## config.mk

```make
export PLATFORM = sky130hd
export DESIGN_NAME = poly_synth
export DESIGN_NICKNAME = d
export VERILOG_FILES = /design/src/logic/synth_pkg.sv /design/src/logic/midi_parser.sv /design/src/logic/midi_uart_rx.sv /design/src/logic/poly_synth.sv /design/src/logic/voice_bank.sv /design/src/logic/voice_mixer.sv
export SDC_FILE = /design/constraint.sdc
export NUM_CORES = 1
export LEC_CHECK = 0
export BUFFER_PORTS_ARGS = -buffer_cell sky130_fd_sc_hd__buf_2
export CAP_MARGIN = 10
export CORE_MARGIN = 5
export CORE_UTILIZATION = 64
export DETAILED_ROUTE_END_ITERATION = 6
export HOLD_SLACK_MARGIN = 0.05
export PLACE_DENSITY = 0.84
export SLEW_MARGIN = 20
export SYNTH_ARGS = -nofsm -noshare
export SYNTH_HDL_FRONTEND = slang
export SYNTH_SLANG_ARGS = --single-unit
```

## constraint.sdc

```tcl
create_clock -name MHz10 -period 8.75 [get_ports MHz10]
set_input_delay 0.875 -clock MHz10 [delete_from_list [all_inputs] [get_ports MHz10]]
set_output_delay 0.875 -clock MHz10 [all_outputs]
set_load 0.1 [all_outputs]
```

## src/logic/synth_pkg.sv

```systemverilog
/*
 * Shared widths, types and timing constants for the MIDI synth.
 * All timing assumes the single 10 MHz clock MHz10.
 * Enum labels carry the prefixes wave_, ps_ and rx_.
 */
`default_nettype none

package synth_pkg;

	localparam int num_voices      = 4;
	localparam int clks_per_bit    = 320;                  // 31.25 kbaud at 10 MHz
	localparam int clks_per_sample = 250;                  // 40 kHz sample rate
	localparam int rx_half_wait    = clks_per_bit / 2 - 4; // half bit less sync and detect delay

	localparam logic [3:0] st_note_off = 4'h8;
	localparam logic [3:0] st_note_on  = 4'h9;
	localparam logic [3:0] st_ctrl     = 4'hB;
	localparam logic [6:0] sustain_cc     = 7'd64; // damper pedal controller
	localparam logic [6:0] sustain_thresh = 7'd64; // value at or above means pedal down

	typedef logic [11:0] phase_t;
	typedef logic [6:0]  note_t;
	typedef logic [6:0]  vel_t;
	typedef logic [7:0]  amp_t;
	typedef logic [9:0]  dac_t;
	typedef logic [7:0]  midi_byte_t;
	typedef logic [$clog2(clks_per_bit)-1:0]    baud_cnt_t;
	typedef logic [$clog2(clks_per_sample)-1:0] sample_cnt_t;
	typedef logic [$clog2(num_voices)-1:0]      voice_idx_t;

	typedef enum logic [1:0] {wave_saw, wave_square, wave_tri} wave_mode_e;
	typedef enum logic [1:0] {ps_idle, ps_data1, ps_data2} parse_state_e;
	typedef enum logic [1:0] {rx_idle, rx_start, rx_data, rx_stop} rx_state_e;

	typedef struct packed {
		logic  note_on;
		logic  note_off;
		logic  sustain_chg;
		note_t note;  // note number, or controller number for sustain
		vel_t  value; // velocity, or controller value
	} midi_event_t;

	typedef struct packed {
		logic   gate;
		phase_t phase;
		note_t  note;
		vel_t   vel;
	} voice_t;

endpackage

`default_nettype wire

```

## src/logic/midi_parser.sv

```systemverilog
/*
 * MIDI message parser for note on, note off and the sustain pedal.
 * Running status is not supported and every channel is accepted.
 * Any other message is read and discarded.
 */
`timescale 1ns/1ps
`default_nettype none

module midi_parser (
	input  logic                   MHz10,
	input  logic                   nrst,
	input  logic                   en,
	input  logic                   byte_valid,
	input  synth_pkg::midi_byte_t  rx_byte,
	output synth_pkg::midi_event_t ev
);

	synth_pkg::parse_state_e state;
	synth_pkg::midi_byte_t   status; // last status byte
	synth_pkg::note_t        data1;  // note or controller number

	always_ff @(posedge MHz10, negedge nrst) begin
		if (!nrst) begin
			state  <= synth_pkg::ps_idle;
			status <= '0;
			data1  <= '0;
			ev     <= '0;
		end else if (en) begin
			ev.note_on     <= 1'b0; // flags are single-cycle
			ev.note_off    <= 1'b0;
			ev.sustain_chg <= 1'b0;
			if (byte_valid) begin
				if (rx_byte[7]) begin
					status <= rx_byte; // a status byte always restarts
					state  <= synth_pkg::ps_data1;
				end else begin
					case (state)
						synth_pkg::ps_data1: begin
							data1 <= rx_byte[6:0];
							state <= synth_pkg::ps_data2;
						end
						synth_pkg::ps_data2: begin
							state    <= synth_pkg::ps_idle; // no running status
							ev.note  <= data1;
							ev.value <= rx_byte[6:0];
							case (status[7:4])
								synth_pkg::st_note_on: begin
									// velocity 0 is treated as a release
									ev.note_on  <= (rx_byte[6:0] != '0);
									ev.note_off <= (rx_byte[6:0] == '0);
								end
								synth_pkg::st_note_off: ev.note_off <= 1'b1;
								synth_pkg::st_ctrl:
									ev.sustain_chg <= (data1 == synth_pkg::sustain_cc);
								default: ; // message ignored
							endcase
						end
						default: ; // stray data byte
					endcase
				end
			end
		end
	end

endmodule

`default_nettype wire

```

## src/logic/midi_uart_rx.sv

```systemverilog
/*
 * MIDI serial receiver, 8N1, LSB first, 320 clocks per bit.
 * byte_valid rises 9.5 bit times after the start edge.
 * A byte with a low stop bit is dropped without any error flag.
 */
`timescale 1ns/1ps
`default_nettype none

module midi_uart_rx (
	input  logic                  MHz10,
	input  logic                  nrst,
	input  logic                  en,
	input  logic                  serial_in,
	output logic                  byte_valid,
	output synth_pkg::midi_byte_t rx_byte
);

	logic                  sync_a;  // first synchronizer stage
	logic                  sync_b;  // second stage, safe to use
	synth_pkg::rx_state_e  state;
	synth_pkg::baud_cnt_t  cnt;     // clocks within the current bit
	logic [2:0]            bit_idx; // data bit being received

	always_ff @(posedge MHz10, negedge nrst) begin
		if (!nrst) begin
			sync_a     <= 1'b1; // idle line is high
			sync_b     <= 1'b1;
			state      <= synth_pkg::rx_idle;
			cnt        <= '0;
			bit_idx    <= '0;
			byte_valid <= 1'b0;
			rx_byte    <= '0;
		end else if (en) begin
			sync_a     <= serial_in;
			sync_b     <= sync_a;
			byte_valid <= 1'b0; // pulse by default off
			case (state)
				synth_pkg::rx_idle: begin
					cnt <= '0;
					if (!sync_b)
						state <= synth_pkg::rx_start; // falling start edge
				end
				synth_pkg::rx_start: begin
					if (cnt == synth_pkg::baud_cnt_t'(synth_pkg::rx_half_wait)) begin
						cnt     <= '0;
						bit_idx <= '0;
						// still low at mid bit means a real start bit
						state   <= sync_b ? synth_pkg::rx_idle : synth_pkg::rx_data;
					end else begin
						cnt <= cnt + 1'b1;
					end
				end
				synth_pkg::rx_data: begin
					if (cnt == synth_pkg::baud_cnt_t'(synth_pkg::clks_per_bit - 1)) begin
						cnt     <= '0;
						rx_byte <= {sync_b, rx_byte[7:1]}; // lsb arrives first
						bit_idx <= bit_idx + 1'b1;
						if (bit_idx == 3'd7)
							state <= synth_pkg::rx_stop;
					end else begin
						cnt <= cnt + 1'b1;
					end
				end
				synth_pkg::rx_stop: begin
					if (cnt == synth_pkg::baud_cnt_t'(synth_pkg::clks_per_bit - 1)) begin
						cnt        <= '0;
						byte_valid <= sync_b; // framing check
						state      <= synth_pkg::rx_idle;
					end else begin
						cnt <= cnt + 1'b1;
					end
				end
				default: state <= synth_pkg::rx_idle;
			endcase
		end
	end

endmodule

`default_nettype wire

```

## src/logic/poly_synth.sv

```systemverilog
/*
 * Four-voice MIDI synth top, single 10 MHz clock.
 * Output is a 10-bit unsigned sample at 40 kHz.
 * en low freezes every block, including the sample counter.
 */
`timescale 1ns/1ps
`default_nettype none

module poly_synth (
	input  logic                  MHz10,
	input  logic                  nrst,
	input  logic                  en,
	input  logic                  serial_in,
	input  logic                  clear,
	input  synth_pkg::wave_mode_e wave_mode,
	output synth_pkg::dac_t       dac_out,
	output logic                  sample_strobe
);

	logic                   byte_valid;
	synth_pkg::midi_byte_t  rx_byte;
	synth_pkg::midi_event_t ev;
	synth_pkg::voice_t      voices [synth_pkg::num_voices];
	synth_pkg::sample_cnt_t sample_cnt;
	logic                   sample_tick;

	assign sample_tick = (sample_cnt == synth_pkg::sample_cnt_t'(synth_pkg::clks_per_sample - 1));

	always_ff @(posedge MHz10, negedge nrst) begin
		if (!nrst)
			sample_cnt <= '0;
		else if (en)
			sample_cnt <= sample_tick ? '0 : sample_cnt + 1'b1; // 250 clock period
	end

	midi_uart_rx i_midi_uart_rx (.MHz10(MHz10), .nrst(nrst), .en(en), .serial_in(serial_in),
		.byte_valid(byte_valid), .rx_byte(rx_byte));

	midi_parser i_midi_parser (.MHz10(MHz10), .nrst(nrst), .en(en), .byte_valid(byte_valid),
		.rx_byte(rx_byte), .ev(ev));

	voice_bank i_voice_bank (.MHz10(MHz10), .nrst(nrst), .en(en), .ev(ev),
		.sample_tick(sample_tick), .clear(clear), .voices(voices));

	voice_mixer i_voice_mixer (.MHz10(MHz10), .nrst(nrst), .en(en), .sample_tick(sample_tick),
		.voices(voices), .wave_mode(wave_mode), .dac_out(dac_out),
		.sample_strobe(sample_strobe));

endmodule

`default_nettype wire

```

## src/logic/voice_bank.sv

```systemverilog
/*
 * Four-voice bank with lowest-index allocation.
 * A note-on with all voices busy is dropped.
 * A voice held by the sustain pedal no longer matches note-offs.
 */
`timescale 1ns/1ps
`default_nettype none

module voice_bank (
	input  logic                   MHz10,
	input  logic                   nrst,
	input  logic                   en,
	input  synth_pkg::midi_event_t ev,
	input  logic                   sample_tick,
	input  logic                   clear,
	output synth_pkg::voice_t      voices [synth_pkg::num_voices]
);

	logic [synth_pkg::num_voices-1:0] held;       // released while pedal down
	logic                             sustain;    // pedal state
	logic                             free_found;
	synth_pkg::voice_idx_t            free_idx;   // lowest ungated voice
	logic                             match_found;
	synth_pkg::voice_idx_t            match_idx;  // lowest sounding voice on ev.note

	always_comb begin
		free_found  = 1'b0;
		free_idx    = '0;
		match_found = 1'b0;
		match_idx   = '0;
		// walk downward so the lowest index wins
		for (int i = synth_pkg::num_voices - 1; i >= 0; i--) begin
			if (!voices[i].gate) begin
				free_found = 1'b1;
				free_idx   = synth_pkg::voice_idx_t'(i);
			end
			if (voices[i].gate && !held[i] && voices[i].note == ev.note) begin
				match_found = 1'b1;
				match_idx   = synth_pkg::voice_idx_t'(i);
			end
		end
	end

	always_ff @(posedge MHz10, negedge nrst) begin
		if (!nrst) begin
			for (int i = 0; i < synth_pkg::num_voices; i++)
				voices[i] <= '0;
			held    <= '0;
			sustain <= 1'b0;
		end else if (en) begin
			if (clear) begin
				for (int i = 0; i < synth_pkg::num_voices; i++)
					voices[i].gate <= 1'b0;
				held    <= '0;
				sustain <= 1'b0;
			end else begin
				if (sample_tick) begin
					for (int i = 0; i < synth_pkg::num_voices; i++)
						if (voices[i].gate) // wraps modulo 4096
							voices[i].phase <= voices[i].phase
								+ synth_pkg::phase_t'(voices[i].note);
				end
				if (ev.note_on && free_found) begin
					voices[free_idx].gate  <= 1'b1;
					voices[free_idx].phase <= '0;
					voices[free_idx].note  <= ev.note;
					voices[free_idx].vel   <= ev.value;
					held[free_idx]         <= 1'b0;
				end
				if (ev.note_off && match_found) begin
					if (sustain)
						held[match_idx] <= 1'b1; // keeps sounding
					else
						voices[match_idx].gate <= 1'b0;
				end
				if (ev.sustain_chg) begin
					sustain <= (ev.value >= synth_pkg::sustain_thresh);
					if (ev.value < synth_pkg::sustain_thresh) begin
						// pedal up releases everything it was holding
						for (int i = 0; i < synth_pkg::num_voices; i++)
							if (held[i])
								voices[i].gate <= 1'b0;
						held <= '0;
					end
				end
			end
		end
	end

endmodule

`default_nettype wire

```

## src/logic/voice_mixer.sv

```systemverilog
/*
 * Sequential mixer that handles one voice per clock.
 * dac_out and sample_strobe follow sample_tick by num_voices + 2 cycles.
 * Wave mode value 3 plays a saw.
 */
`timescale 1ns/1ps
`default_nettype none

module voice_mixer (
	input  logic                  MHz10,
	input  logic                  nrst,
	input  logic                  en,
	input  logic                  sample_tick,
	input  synth_pkg::voice_t     voices [synth_pkg::num_voices],
	input  synth_pkg::wave_mode_e wave_mode,
	output synth_pkg::dac_t       dac_out,
	output logic                  sample_strobe
);

	synth_pkg::voice_t     snap [synth_pkg::num_voices]; // phases from before the advance
	synth_pkg::voice_idx_t idx;     // voice being summed
	logic                  active;  // walking the voices
	logic                  latch;   // sum complete, store next cycle
	synth_pkg::dac_t       acc;
	synth_pkg::voice_t     cur;
	synth_pkg::amp_t       p;       // top 8 phase bits
	synth_pkg::amp_t       shaped;
	logic [14:0]           product; // amp times velocity
	synth_pkg::dac_t       term;

	always_ff @(posedge MHz10) begin
		if (en && sample_tick)
			snap <= voices;
	end

	assign cur = snap[idx];
	assign p   = cur.phase[11:4];

	always_comb begin
		case (wave_mode)
			synth_pkg::wave_square: shaped = p[7] ? 8'd255 : 8'd0;
			synth_pkg::wave_tri:
				if (p[7])
					shaped = synth_pkg::amp_t'(9'd511 - {p, 1'b0}); // falling half
				else
					shaped = {p[6:0], 1'b0}; // rising half
			default: shaped = p; // saw
		endcase
		product = shaped * cur.vel;
		term    = cur.gate ? synth_pkg::dac_t'(product[14:7]) : '0; // silent if ungated
	end

	always_ff @(posedge MHz10, negedge nrst) begin
		if (!nrst) begin
			idx           <= '0;
			active        <= 1'b0;
			latch         <= 1'b0;
			acc           <= '0;
			dac_out       <= '0;
			sample_strobe <= 1'b0;
		end else if (en) begin
			latch         <= 1'b0;
			sample_strobe <= 1'b0;
			if (sample_tick) begin
				idx    <= '0;
				active <= 1'b1;
				acc    <= '0;
			end else if (active) begin
				acc <= acc + term; // four voices peak at 1012, no overflow
				idx <= idx + 1'b1;
				if (idx == synth_pkg::voice_idx_t'(synth_pkg::num_voices - 1)) begin
					active <= 1'b0;
					latch  <= 1'b1;
				end
			end
			if (latch) begin
				dac_out       <= acc;
				sample_strobe <= 1'b1;
			end
		end
	end

endmodule

`default_nettype wire

```

# Word-level counts from Yosys, hierarchy flattened
# Index checks and enable logic that the tools add are counted.
[word_totals]
ramBits = 0
reg_bits = 313
latchBits = 0
mem_bits_ro = 0
mem_count = 0
wordCells = 273
out_inout_bits = 11
[classes]
muxes = 124
n_div = 0
magnitude_cmp = 11
add_sub_neg = 10
bitwise_logic = 8
multipliers = 1
n_reduce_logical = 38
shift = 0
eq_ne = 25
[op_table]
columns = ["op", "count"]
rows = [
  ["bitwise mux 108 bit", 5],
  ["two-way mux 108 bit", 5],
  ["demux 27 bit (select 2 bit)", 5],
  ["two-way mux 12 bit", 16],
  ["two-way mux 27 bit", 4],
  ["binary-select mux 27 bit (select 2 bit)", 1],
  ["two-way mux 17 bit", 3],
  ["adder 12 x 7 -> 12 bit", 4],
  ["two-way mux 1 bit", 39],
  ["two-way mux 2 bit", 17],
  ["two-way mux 4 bit", 8],
  ["two-way mux 8 bit", 4],
  ["equality test 7 bit", 4],
  ["case mux 9 bit (3 select lines)", 1],
  ["two-way mux 26 bit", 1],
  ["two-way mux 10 bit", 2],
  ["two-way mux 9 bit", 2],
  ["case mux 8 bit (2 select lines)", 1],
  ["logical AND 1 bit", 15],
  ["multiplier 8 x 7 -> 15 bit", 1],
  ["two-way mux 14 bit", 1],
  ["equality test 4 bit, second input constant", 3],
  ["AND reduction 4 bit", 3],
  ["adder 10 bit", 1],
  ["42 further kinds", 71],
]

# Longest topological paths before layout
# Gate-level depths: netlist (run 1).
[depth]
ltp_word = 23
ltp_mapped = 31

# Cells and area by module
# A second synthesis (run 1) with hierarchy kept.
[unflattened]
cells_unflattened = 1310
area_unflattened_um2 = 14888.0
[modules_own_cells]
columns = ["module", "cells_per_inst", "seq_area_each_um2", "area_each_um2", "n_inst"]
rows = [
  ["voice_bank", 612, 2827.7, 6198.4, 1],
  ["voice_mixer", 449, 2547.4, 5636.7, 1],
  ["midi_uart_rx", 121, 628.1, 1398.8, 1],
  ["midi_parser", 81, 750.7, 1216.2, 1],
  ["poly_synth", 47, 200.2, 437.9, 1],
]

# Worst setup path after synthesis (run 1)
# Ideal clock, no wire load.
[synth_timing]
path_kind = "input -> register"
startpoint = "in wave_mode[0]"
endpoint = "reg i_voice_mixer.acc[7]"
path_slack_ns = 1.649
setup_ns = 0.121
arrival_ns = 6.980
path_stages = 27
t_required_ns = 8.629
path_buffers = 2
path_cell_list = "inv_1 > ha_1 > buf_2 > buf_1 > nor2_1 > a21oi_1 > or2_2 > fa_1 > fa_1 > inv_1 > fa_1 > inv_1 > fa_1 > inv_1 > ha_1 > and3_1 > o211ai_1 > o311a_4 > nor3b_4 > nor4_1 > or3_1 > ha_1 > a21o_1 > a31o_2 > a21oi_1 > xnor2_1 > a22o_1"
[synth_between]
elab_chain_len = 7
word_cells_on_any_way = 8
cone_classes = "add/sub: 1; mul: 1; eq/ne: 2; mux: 4"
[synth_lines]
columns = ["element", "line", "source"]
rows = [
  ["from (decl)", "poly_synth.sv:15", "input synth_pkg::wave_mode_e wave_mode,"],
  ["equality test 2 bit or equality test 2 x 1 -> 1 bit (tied branches)", "voice_mixer.sv:40", "case (wave_mode)"],
  ["case mux 8 bit (2 select lines) (*)", "voice_mixer.sv:40", ""],
  ["multiplier 8 x 7 -> 15 bit (*)", "voice_mixer.sv:49", "product = shaped * cur.vel;"],
  ["two-way mux 8 bit (*)", "voice_mixer.sv:50", "term = cur.gate ? synth_pkg::dac_t'(product[14:7]) : '0;"],
  ["adder 10 bit (*)", "voice_mixer.sv:69", "acc <= acc + term;"],
  ["two-way mux 10 bit (*)", "voice_mixer.sv:68", "end else if (active) begin"],
  ["two-way mux 10 bit (*)", "voice_mixer.sv:64", "if (sample_tick) begin"],
  ["to (signal assigned)", "voice_mixer.sv:69", ""],
  ["to (decl)", "voice_mixer.sv:24", "synth_pkg::dac_t acc;"],
]
# Every way passes the cells marked *; elsewhere a longest branch is shown, timed or not. The select of a mux whose other input is x is not followed.
# A chain may end at the register's enable or synchronous reset.

# Worst setup path in the final report (run 1)
[layout_timing]
startpoint = "reg i_voice_mixer.idx[0]"
endpoint = "reg i_voice_mixer.acc[7]"
[layout_between]
elab_chain_len = 12
word_cells_on_any_way = 13
cone_classes = "add/sub: 2; mul: 1; mux: 9; bitwise: 1"
[layout_lines]
columns = ["element", "line", "source"]
rows = [
  ["from (decl)", "voice_mixer.sv:21", "synth_pkg::voice_idx_t idx;"],
  ["from (signal assigned)", "voice_mixer.sv:70", "idx <= idx + 1'b1;"],
  ["NOT 2 -> 3 bit (not written as such) (*)", "voice_mixer.sv:36", "assign cur = snap[idx];"],
  ["binary-select mux 27 bit (select 2 bit) (*)", "voice_mixer.sv:36", ""],
  ["two-way mux 27 bit (not written as such) (*) (2 in a row)", "voice_mixer.sv:36", ""],
  ["subtractor 8 bit", "voice_mixer.sv:44", "shaped = synth_pkg::amp_t'(9'd511 - {p, 1'b0});"],
  ["two-way mux 8 bit", "voice_mixer.sv:43", "if (p[7])"],
  ["case mux 8 bit (2 select lines)", "voice_mixer.sv:40", ""],
  ["multiplier 8 x 7 -> 15 bit", "voice_mixer.sv:49", ""],
  ["two-way mux 8 bit (*)", "voice_mixer.sv:50", ""],
  ["adder 10 bit (*)", "voice_mixer.sv:69", ""],
  ["two-way mux 10 bit (*)", "voice_mixer.sv:68", ""],
  ["two-way mux 10 bit (*)", "voice_mixer.sv:64", ""],
]
# Marks and branches as above.

==> results.cfg, run 1 <==
[timing]
period_share = 0.887
max_slew_margin = 0.330
maxSlewViolCount = 0
fmax_ghz = 0.129
hold_viol = 0
tightest_slew_ns = 0.997
rsz0062_at_grt = no
skew_ns = 0.00807
final.setup.tns_ns = 0
min_period_ns = 7.76
final-setup-viol-count = 0

[yosys]
synth.most_common_cell = dfrtp_1
syn-cell-area_um2 = 14500
seq_area_frac_synth = 0.481
async_flop_share = 0.758
synth_top_area_frac = 0.344
yosys_warnings = 0
synthTopCellsByCount = dfrtp_1 (199), mux2_2 (109), nor2_1 (98)
syn_nets = 1380
syn_inst = 1260
avgSynthCellArea_um2 = 11.5
synth_edf_count = 64
synth_area_leaders = dfrtp_1 (34%), edfxtp_1 (13%), mux2_2 (8.5%), ha_1 (6.9%), fa_1 (4.6%)
synthFlopType = dfrtp_1
synth-seq-cells = 265
yosys.area.top_type = dfrtp_1
synth.distinct_cells = 66

[global_route]
antenna_found_initial = 0
grt.overflow.total = 0
grt_pass1_wl_mm = 50.9
grt_max_degree = 82
grtUsageTotal = 0.240
grt_pass1_vias = 9828

[route]
antenna_left = 0
vias = 9805
routedWlPerCell_um = 19.2
drt_first_pass_iters = 5
wl_mm = 30.4
via_per_inst = 6.20
drt-initial-drc-count = 784
drc = 0

[critical_path]
cpPeakStageDelay_ns = 0.61
cp-end-kind = register
crit_path_start = i_voice_mixer.idx[0]
worst_path_most_repeated_cell = fa_1
cp.depth = 26
worstReg2RegEnd = i_voice_mixer.acc[7]
r2r_start = i_voice_mixer.idx[0]
path_buf_inv = 3
worstPathRequired_ns = 9.17
crit_type = register to register
rrSetupSlack_ns = 0.99
endpoint = i_voice_mixer.acc[7]
cp-start-kind = register
path_max_fanout = 10
critPathArrivalTime_ns = 8.18
rr_worst_depth = 26
crit_family = adder cells
cpMaxStageDelayCell = dfrtp_1

[pwr]
p_per_area_nw_per_um2 = 169
peakVddDrop_uv = 128
power.leakage_nw = 7.72

[clocking]
ctsHoldBuffers = 0
cts_sinks = 265
cts_max_level = 1
insertion_delay_ns = 0.53
path_clk_slew_ns = 0.06
clk_path_buf_depth = 3
cts_tree = done
cts_buffers = 27
cts-root-buf = clkbuf_16
ctsResizeCount = 0
cts_setup_buffers = 0

[layout]
area_delta_synth_final_pct = 9.33
drive_gt1_frac = 0.170
diodes = 0
fillers = 1543
stdcell_area_um2 = 15800
layout.nets = 1395

[place]
placed_area_um2 = 14900
dp_hpwl_mm = 21.5
gp_congestion = 0.889
port_buffers = 17

[floorplanning]
die_height_um = 160
rows = 55
dieWidth_um = 160
initial_core_util = 0.645
die_area_um2 = 25700
coreArea_um2 = 22400
io_pins = 18

[outcome]
status = finished clean

[min_path]
hp-class = primary input to async pin

[run]
max_cap_violations = 0
placed cells by master (no fill, tap or decap), types with 16 or more instances in the layout:
cell and instances:
dfrtp_1 199, mux2_2 109, nor2_1 98, ha_1 80
nand2_1 75, a21oi_1 68, edfxtp_1 64, o21ai_0 56
inv_1 55, xor2_1 49, xnor2_1 34, fa_1 33
clkbuf_16 30, nand3_1 28, nand4_1 22, nand2b_1 20
a21o_1 18, nor3_1 16, buf_2 16, buf_4 16
worst register-to-register path, stage by stage (launching register included):
cell and delay, ns:
dfrtp_1 0.61, buf_4 0.31, mux4_2 0.57, xor2_1 0.16, a21oi_1 0.15, nor2_1 0.06
a21oi_1 0.44, nor2_1 0.14, fa_1 0.60, fa_1 0.44, fa_1 0.54, inv_1 0.05
fa_1 0.53, inv_1 0.04, ha_1 0.35, and3_1 0.19, o211ai_1 0.12, o311a_4 0.36
nor3b_4 0.30, nor4_1 0.08, or3_1 0.38, ha_1 0.34, a21o_1 0.20, a31o_2 0.22
a21oi_1 0.17, xnor2_1 0.08, a22o_1 0.19
report_power, final:
| part | total, mW | switching (mW) | internal, mW | leakage (nW) |
|---|---|---|---|---|
| Clock | 1.20 | 0.480 | 0.724 | 0.475 |
| Sequential | 1.32 | 0.0301 | 1.29 | 3.48 |
| Combinational | 0.148 | 0.0942 | 0.0538 | 3.76 |
| Total | 2.67 | 0.604 | 2.07 | 7.72 |
cell families after synthesis:
| kind of cell | after synthesis | synth area share |
|---|---|---|
| and+or+nand+nor | 341 | 0.118 |
| DFF | 265 | 0.481 |
| AOI/OAI and AO/OA | 222 | 0.0981 |
| muxes | 133 | 0.110 |
| adders and majority gates | 113 | 0.115 |
| buffers and inverters | 103 | 0.0282 |
| xor gates and xnor gates | 83 | 0.0502 |
worst min-delay path by stage:
stage          slack, ns                endpoint      from
3_5_place_dp        0.43  i_voice_mixer.snap[59]  register
5_1_grt             0.39           sample_cnt[2]      nrst
2_1_floorplan       0.42   i_voice_mixer.snap[0]  register
4_1_cts             0.38           sample_cnt[2]      nrst
3_3_place_gp        0.43  i_voice_mixer.snap[83]  register
6_report            0.34           sample_cnt[2]      nrst
metal layers:
layer / GRT usage / vias up / share of wire
li1: - / 4543 / -
met1: 0.325 / 4937 / 0.42
met4: 0.0716 / 0 / 0.029
met5: 0 / - / 0
met2: 0.409 / 268 / 0.50
met3: 0.0328 / 57 / 0.047
stage by stage:
| step | power [mW] | setup WS (ns) | util | hold slack (ns) | cells |
|---|---|---|---|---|---|
| floorplan | 1.44 | 1.65 | - | 0.421 | 1260 |
| global placement | 1.48 | 1.26 | 0.662 | 0.428 | 1531 |
| detailed placement | 1.49 | 1.02 | 0.662 | 0.431 | 1531 |
| CTS | 2.69 | 1.01 | 0.705 | 0.382 | 1581 |
| global route | 2.77 | 0.528 | 0.705 | 0.393 | 1581 |
| finish | 2.67 | 0.992 | 0.705 | 0.341 | 1581 |
final cells by class:
| class | instances | area (um2) | share of cell area |
|---|---|---|---|
| well taps | 285 | 357 | 0.0225 |
| inverters | 56 | 210 | 0.0133 |
| flip-flops and latches | 265 | 6950 | 0.440 |
| clock buffers | 38 | 831 | 0.0525 |
| repair buffers | 33 | 214 | 0.0135 |
| multi-input cells | 892 | 7130 | 0.451 |
| clock inverters | 12 | 125 | 0.00791 |
Note: power is estimated with default switching activity, not from simulation.
==> run 2, diff against run 1 <==
- CELL_PAD_IN_SITES_DETAIL_PLACEMENT: default -> 0
- CELL_PAD_IN_SITES_GLOBAL_PLACEMENT: default -> 1
- CORE_UTILIZATION: 64 -> 52
- PLACE_DENSITY: 0.84 -> 0.83
==> run 2 against run 1 <==
  * Cell area increased by 0.53%
  * Clock skew increased by 0.0045 ns
  * Largest power group unchanged
  * Highest routed layer unchanged
  * Global-route usage decreased by 4.5 points
  * Die area increased by 22%
  * Sequential power about the same
  * Utilization decreased by 13 points
  * Critical path depth decreased by 1
  * Worst hold slack got worse by 0.011 ns
  * Largest cell class unchanged
  * Clock-buffer cell count decreased by 2
  * Combinational power decreased by 5%
  * Via count decreased by 3.8%
  * Critical path type unchanged
==> results.cfg, run 2 (same netlist as run 1, synthesis figures left out) <==
[layout]
layout.nets = 1396
final_cell_mix = dfrtp_1 (199), mux2_2 (109), nor2_1 (98)
diodes = 0
area_delta_synth_final_pct = 9.91
drive_gt1_frac = 0.167
final_cells = 1675
final_common_cell = dfrtp_1

[floorplanning]
rows = 61
dieWidth_um = 177
coreArea_um2 = 27600
initial_core_util = 0.524
die_area_um2 = 31300
die_height_um = 177
io_pins = 18

[clocking]
clk_path_buf_depth = 3
ctsHoldBuffers = 0
cts-root-buf = clkbuf_16
cts_buffers = 28
cts_sinks = 265
ctsResizeCount = 0
cts_max_level = 1
cts_setup_buffers = 0
insertion_delay_ns = 0.54
cts_tree = done
path_clk_slew_ns = 0.06

[timing]
period_share = 0.899
fmax_ghz = 0.127
maxSlewViolCount = 0
tightest_slew_ns = 0.938
final.setup.tns_ns = 0
min_period_ns = 7.87
rsz0062_at_grt = no
hold_viol = 0
final-setup-viol-count = 0
skew_ns = 0.0126
max_slew_margin = 0.370

[place]
gp_congestion = 0.822
place_inst = 1624
port_buffers = 17
dp_hpwl_mm = 20.9

[run]
max_cap_violations = 0

[pwr]
p_per_area_nw_per_um2 = 166
power.switching_mw = 0.599
peakVddDrop_uv = 160
power_frac_comb = 0.053
intPower_mw = 2.05
power.share.clock = 0.448
p_seq_frac = 0.499
power.leakage_nw = 7.70
switching_share = 0.227

[critical_path]
worstPathRequired_ns = 9.18
worstReg2RegEnd = i_voice_mixer.acc[7]
cp-end-kind = register
rr_worst_depth = 25
crit_type = register to register
r2r_start = i_voice_mixer.idx[0]
cp-start-kind = register
path_max_fanout = 13
rrSetupSlack_ns = 0.88
critPathArrivalTime_ns = 8.30

[min_path]
hp-class = primary input to async pin

[route]
vias = 9430
antenna_left = 0
routedWlPerCell_um = 17.7
wl_mm = 29.6
drt_first_pass_iters = 5
via_per_inst = 5.63
drt-initial-drc-count = 580
drc = 0

[global_route]
grt_pass1_wl_mm = 50.1
antenna_found_initial = 0
grt_max_degree = 74
grt.overflow.total = 0
grtUsageTotal = 0.195
grt_pass1_vias = 9608

[outcome]
status = finished clean
-- run 2: final cells by class --
class	count	area, um2
clock buffers	36	761
clock inverters	15	163
fillers	2338	11700
inverters	56	210
multi-input cells	892	7130
flip-flops and latches	265	6950
well taps	378	473
repair buffers	33	214
-- run 2: power by group through the flow --
stage / clock [mW] / sequential, mW / combinational (mW)
floorplan: 0 / 1.33 / 0.102
global placement: 0 / 1.34 / 0.140
detailed placement: 0 / 1.34 / 0.143
CTS: 1.21 / 1.32 / 0.143
global route: 1.27 / 1.32 / 0.163
finish: 1.18 / 1.32 / 0.141
-- run 2: how the worst max path moves through the flow --
stage / startpoint / end / cells after the start
final: i_voice_mixer.idx[0] / i_voice_mixer.acc[7] / 25
after global routing: i_voice_mixer.idx[0] / i_voice_mixer.acc[7] / 27
after CTS: i_voice_mixer.idx[0] / i_voice_mixer.acc[7] / 25
after detailed placement: i_voice_mixer.idx[0] / i_voice_mixer.acc[7] / 25
after global placement: i_voice_mixer.idx[0] / i_voice_mixer.acc[7] / 27
after floorplan: wave_mode[0] / i_voice_mixer.acc[7] / 27
-- run 2: critical path, cell delays in order, from the launching register on --
cell      delay, ns
dfrtp_1        0.72
mux4_2         0.73
and2_1         0.26
a21oi_1        0.14
nor2_1         0.05
a21oi_1        0.48
nor2_1         0.15
fa_1           0.60
fa_1           0.46
fa_1           0.54
inv_1          0.06
fa_1           0.53
inv_1          0.04
ha_1           0.33
and3_1         0.18
o211ai_1       0.11
o311a_4        0.36
nor3b_4        0.29
nor4_1         0.09
or3_1          0.40
ha_1           0.34
a21o_1         0.19
a31o_2         0.22
a21oi_1        0.18
xnor2_1        0.09
a22o_1         0.20
-- run 2: metrics by stage --
step                setup slack [ns]  hold WS [ns]  instance area, um2  power, mW  utilization
finish                         0.880         0.331               15900       2.64        0.576
global route                   0.417         0.363               15900       2.75        0.576
CTS                            0.868         0.338               15900       2.67        0.576
detailed placement             0.883         0.432               15000       1.49        0.542
global placement                1.10         0.428               15000       1.48        0.542
floorplan                       1.65         0.421               14500       1.44            -
-- run 2: metal layers --
layer | up-vias | global-route usage | share of wire
met2 | 130 | 0.309 | 0.46
li1 | 4566 | - | -
met4 | 0 | 0.0445 | 0.019
met1 | 4688 | 0.288 | 0.49
met3 | 46 | 0.0284 | 0.034
met5 | - | 0 | 0
==> run 3, diff against run 2 <==
- CELL_PAD_IN_SITES_DETAIL_PLACEMENT: 0 -> 2
- CELL_PAD_IN_SITES_GLOBAL_PLACEMENT: 1 -> 2
- CORE_UTILIZATION: 52 -> 44
- SYNTH_HIERARCHICAL: default -> 1
==> run 3 against run 2 <==
  * First-iteration DRC count fell by 3.8%
  * Critical path depth rose by 5
  * Flip-flop and latch count did not move
  * Sequential share of layout area fell by 1.3 points
  * Via count rose by 12%
  * Clock power rose by 12%
  * Area after synthesis rose by 2.9%
  * Wire length rose by 55%
  * Sequential power rose by 9%
  * Total power rose by 140%
  * Clock-buffer cell count rose by 5
  * Cell count rose by 7.2%
  * Critical path type unchanged
  * Largest power group is now combinational logic
  * Highest routed layer unchanged
==> results.cfg, run 3 <==
[outcome]
status = finished clean

[global_route]
grtUsageTotal = 0.244
grt_max_degree = 70
antenna_found_initial = 0
grt_pass1_wl_mm = 73.8
grt.overflow.total = 0
grt_pass1_vias = 12300

[yosys]
yosys_warnings = 6
avgSynthCellArea_um2 = 11.4
synth_top_area_frac = 0.334
async_flop_share = 0.758
syn_nets = 1426
synthFlopType = dfrtp_1
synthTopCellsByCount = dfrtp_1 (199), nand2_1 (128), mux2_2 (80)
syn_inst = 1310
seq_area_frac_synth = 0.467
synth.most_common_cell = dfrtp_1
synth.distinct_cells = 90
synth-seq-cells = 265
synth_area_leaders = dfrtp_1 (33%), edfxtp_1 (13%), ha_1 (6.4%), mux2_2 (6.1%), fa_1 (4.4%)
syn-cell-area_um2 = 14900
yosys.area.top_type = dfrtp_1
synth_edf_count = 64

[layout]
layout.nets = 1440
drive_gt1_frac = 0.169
diodes = 0
final_common_cell = dfrtp_1
area_delta_synth_final_pct = 10.2
final_cell_mix = dfrtp_1 (199), nand2_1 (128), mux2_2 (80)
fin_util = 0.490

[clocking]
cts_sinks = 265
ctsResizeCount = 0
cts_setup_buffers = 0
path_clk_slew_ns = 0.07
cts_buffers = 29
clk_path_buf_depth = 3
cts_tree = done
cts_max_level = 1
ctsHoldBuffers = 0
cts-root-buf = clkbuf_16
insertion_delay_ns = 0.57

[critical_path]
worst_path_most_repeated_cell = fa_1
crit_type = register to register
critPathArrivalTime_ns = 8.52
cp-end-kind = register
path_max_fanout = 12
path_buf_inv = 3
worstPathRequired_ns = 9.26
cp-start-kind = register
cpPeakStageDelay_ns = 0.72
crit_family = adder cells
cpMaxStageDelayCell = mux4_2

[run]
max_cap_violations = 0

[floorplanning]
initial_core_util = 0.445
rows = 67
dieWidth_um = 194
die_area_um2 = 37600
io_pins = 18
die_height_um = 194
coreArea_um2 = 33400

[pwr]
switching_share = 0.420
power.leakage_nw = 7.27
power.switching_mw = 2.64
intPower_mw = 3.65
power.share.clock = 0.210
p_seq_frac = 0.228
power_frac_comb = 0.562
peakVddDrop_uv = 574
p_per_area_nw_per_um2 = 384

[place]
pre_cts_slack_ns = 0.792
dp_hpwl_mm = 29.2
port_buffers = 17
gp_congestion = 0.794

[route]
via_per_inst = 5.89
wl_met2_mm = 24.1
highest_layer = met4
routedWlPerCell_um = 25.6
met1_length_mm = 19.1
vias = 10600
wl_mm = 46.0
wl_met3_mm = 1.33
drt-initial-drc-count = 558
antenna_left = 0
drt_first_pass_iters = 4
drc = 0

[timing]
final.setup.tns_ns = 0
final-setup-viol-count = 0
maxSlewViolCount = 0
rsz0062_at_grt = no
hold_viol = 0
min_period_ns = 8.02
max_slew_margin = 0.375
skew_ns = 0.0241
period_share = 0.916
tightest_slew_ns = 0.937
fmax_ghz = 0.125
layout_setup_ws_ns = 0.733

[min_path]
hp-class = primary input to async pin
==> run 3: layer usage <==
metal  up-vias  global-route usage
met5         -                   0
met4         0              0.0771
met3       104              0.0268
met2       203               0.440
met1      5577               0.308
li1       4681                   -
==> run 3: worst paths after layout <==
| path | start | to | slack [ns] | cells after the start |
|---|---|---|---|---|
| worst max-delay path | i_voice_mixer/idx[0] | i_voice_mixer/acc[8] | 0.73 | 30 |
| worst min-delay path | nrst | i_midi_uart_rx/bit_idx[0] | 0.31 | 1 |
| worst max register to register | i_voice_mixer/idx[0] | i_voice_mixer/acc[8] | 0.73 | 30 |
| worst min register to register | register | i_voice_mixer/snap[86] | 0.45 | 0 |
| max in group asynchronous | nrst | i_voice_bank/voices[74] | 7.00 | 2 |
| min in group MHz10 | register | i_voice_mixer/snap[86] | 0.45 | 0 |
==> run 3: metrics by stage <==
| step | power (mW) | std cells | area [um2] | hold WS, ns |
|---|---|---|---|---|
| after floorplan | 4.10 | 1310 | 14900 | 0.420 |
| after global placement | 4.71 | 1741 | 15400 | 0.427 |
| after detailed placement | 4.94 | 1741 | 15400 | 0.436 |
| after CTS | 6.37 | 1795 | 16400 | 0.333 |
| after global routing | 6.81 | 1795 | 16400 | 0.348 |
| final | 6.29 | 1795 | 16400 | 0.307 |
==> run 3: cell type report <==
class / count / area, um2
fillers: 3297 / 17000
repair buffers: 30 / 191
multi-input cells: 931 / 7410
clock buffers: 41 / 872
flip-flops and latches: 265 / 6950
clock inverters: 13 / 156
well taps: 448 / 561
inverters: 67 / 256
==> run 3: cell families after synthesis <==
kind of cell,Yosys count,share of synthesized area
and+or+nand+nor,396,0.140
DFF,265,0.467
AOI/OAI and AO/OA,229,0.103
buffers and inverters,114,0.0356
muxes,114,0.0970
adders and majority gates,109,0.108
xor gates and xnor gates,83,0.0488
==> run 3: power by group through the flow <==
stage | Clock (mW) | Sequential (mW) | Combinational, mW
5_1_grt | 1.41 | 1.45 | 3.96
4_1_cts | 1.34 | 1.44 | 3.59
2_1_floorplan | 0 | 1.41 | 2.69
3_3_place_gp | 0 | 1.45 | 3.27
6_report | 1.32 | 1.44 | 3.54
3_5_place_dp | 0 | 1.45 | 3.49
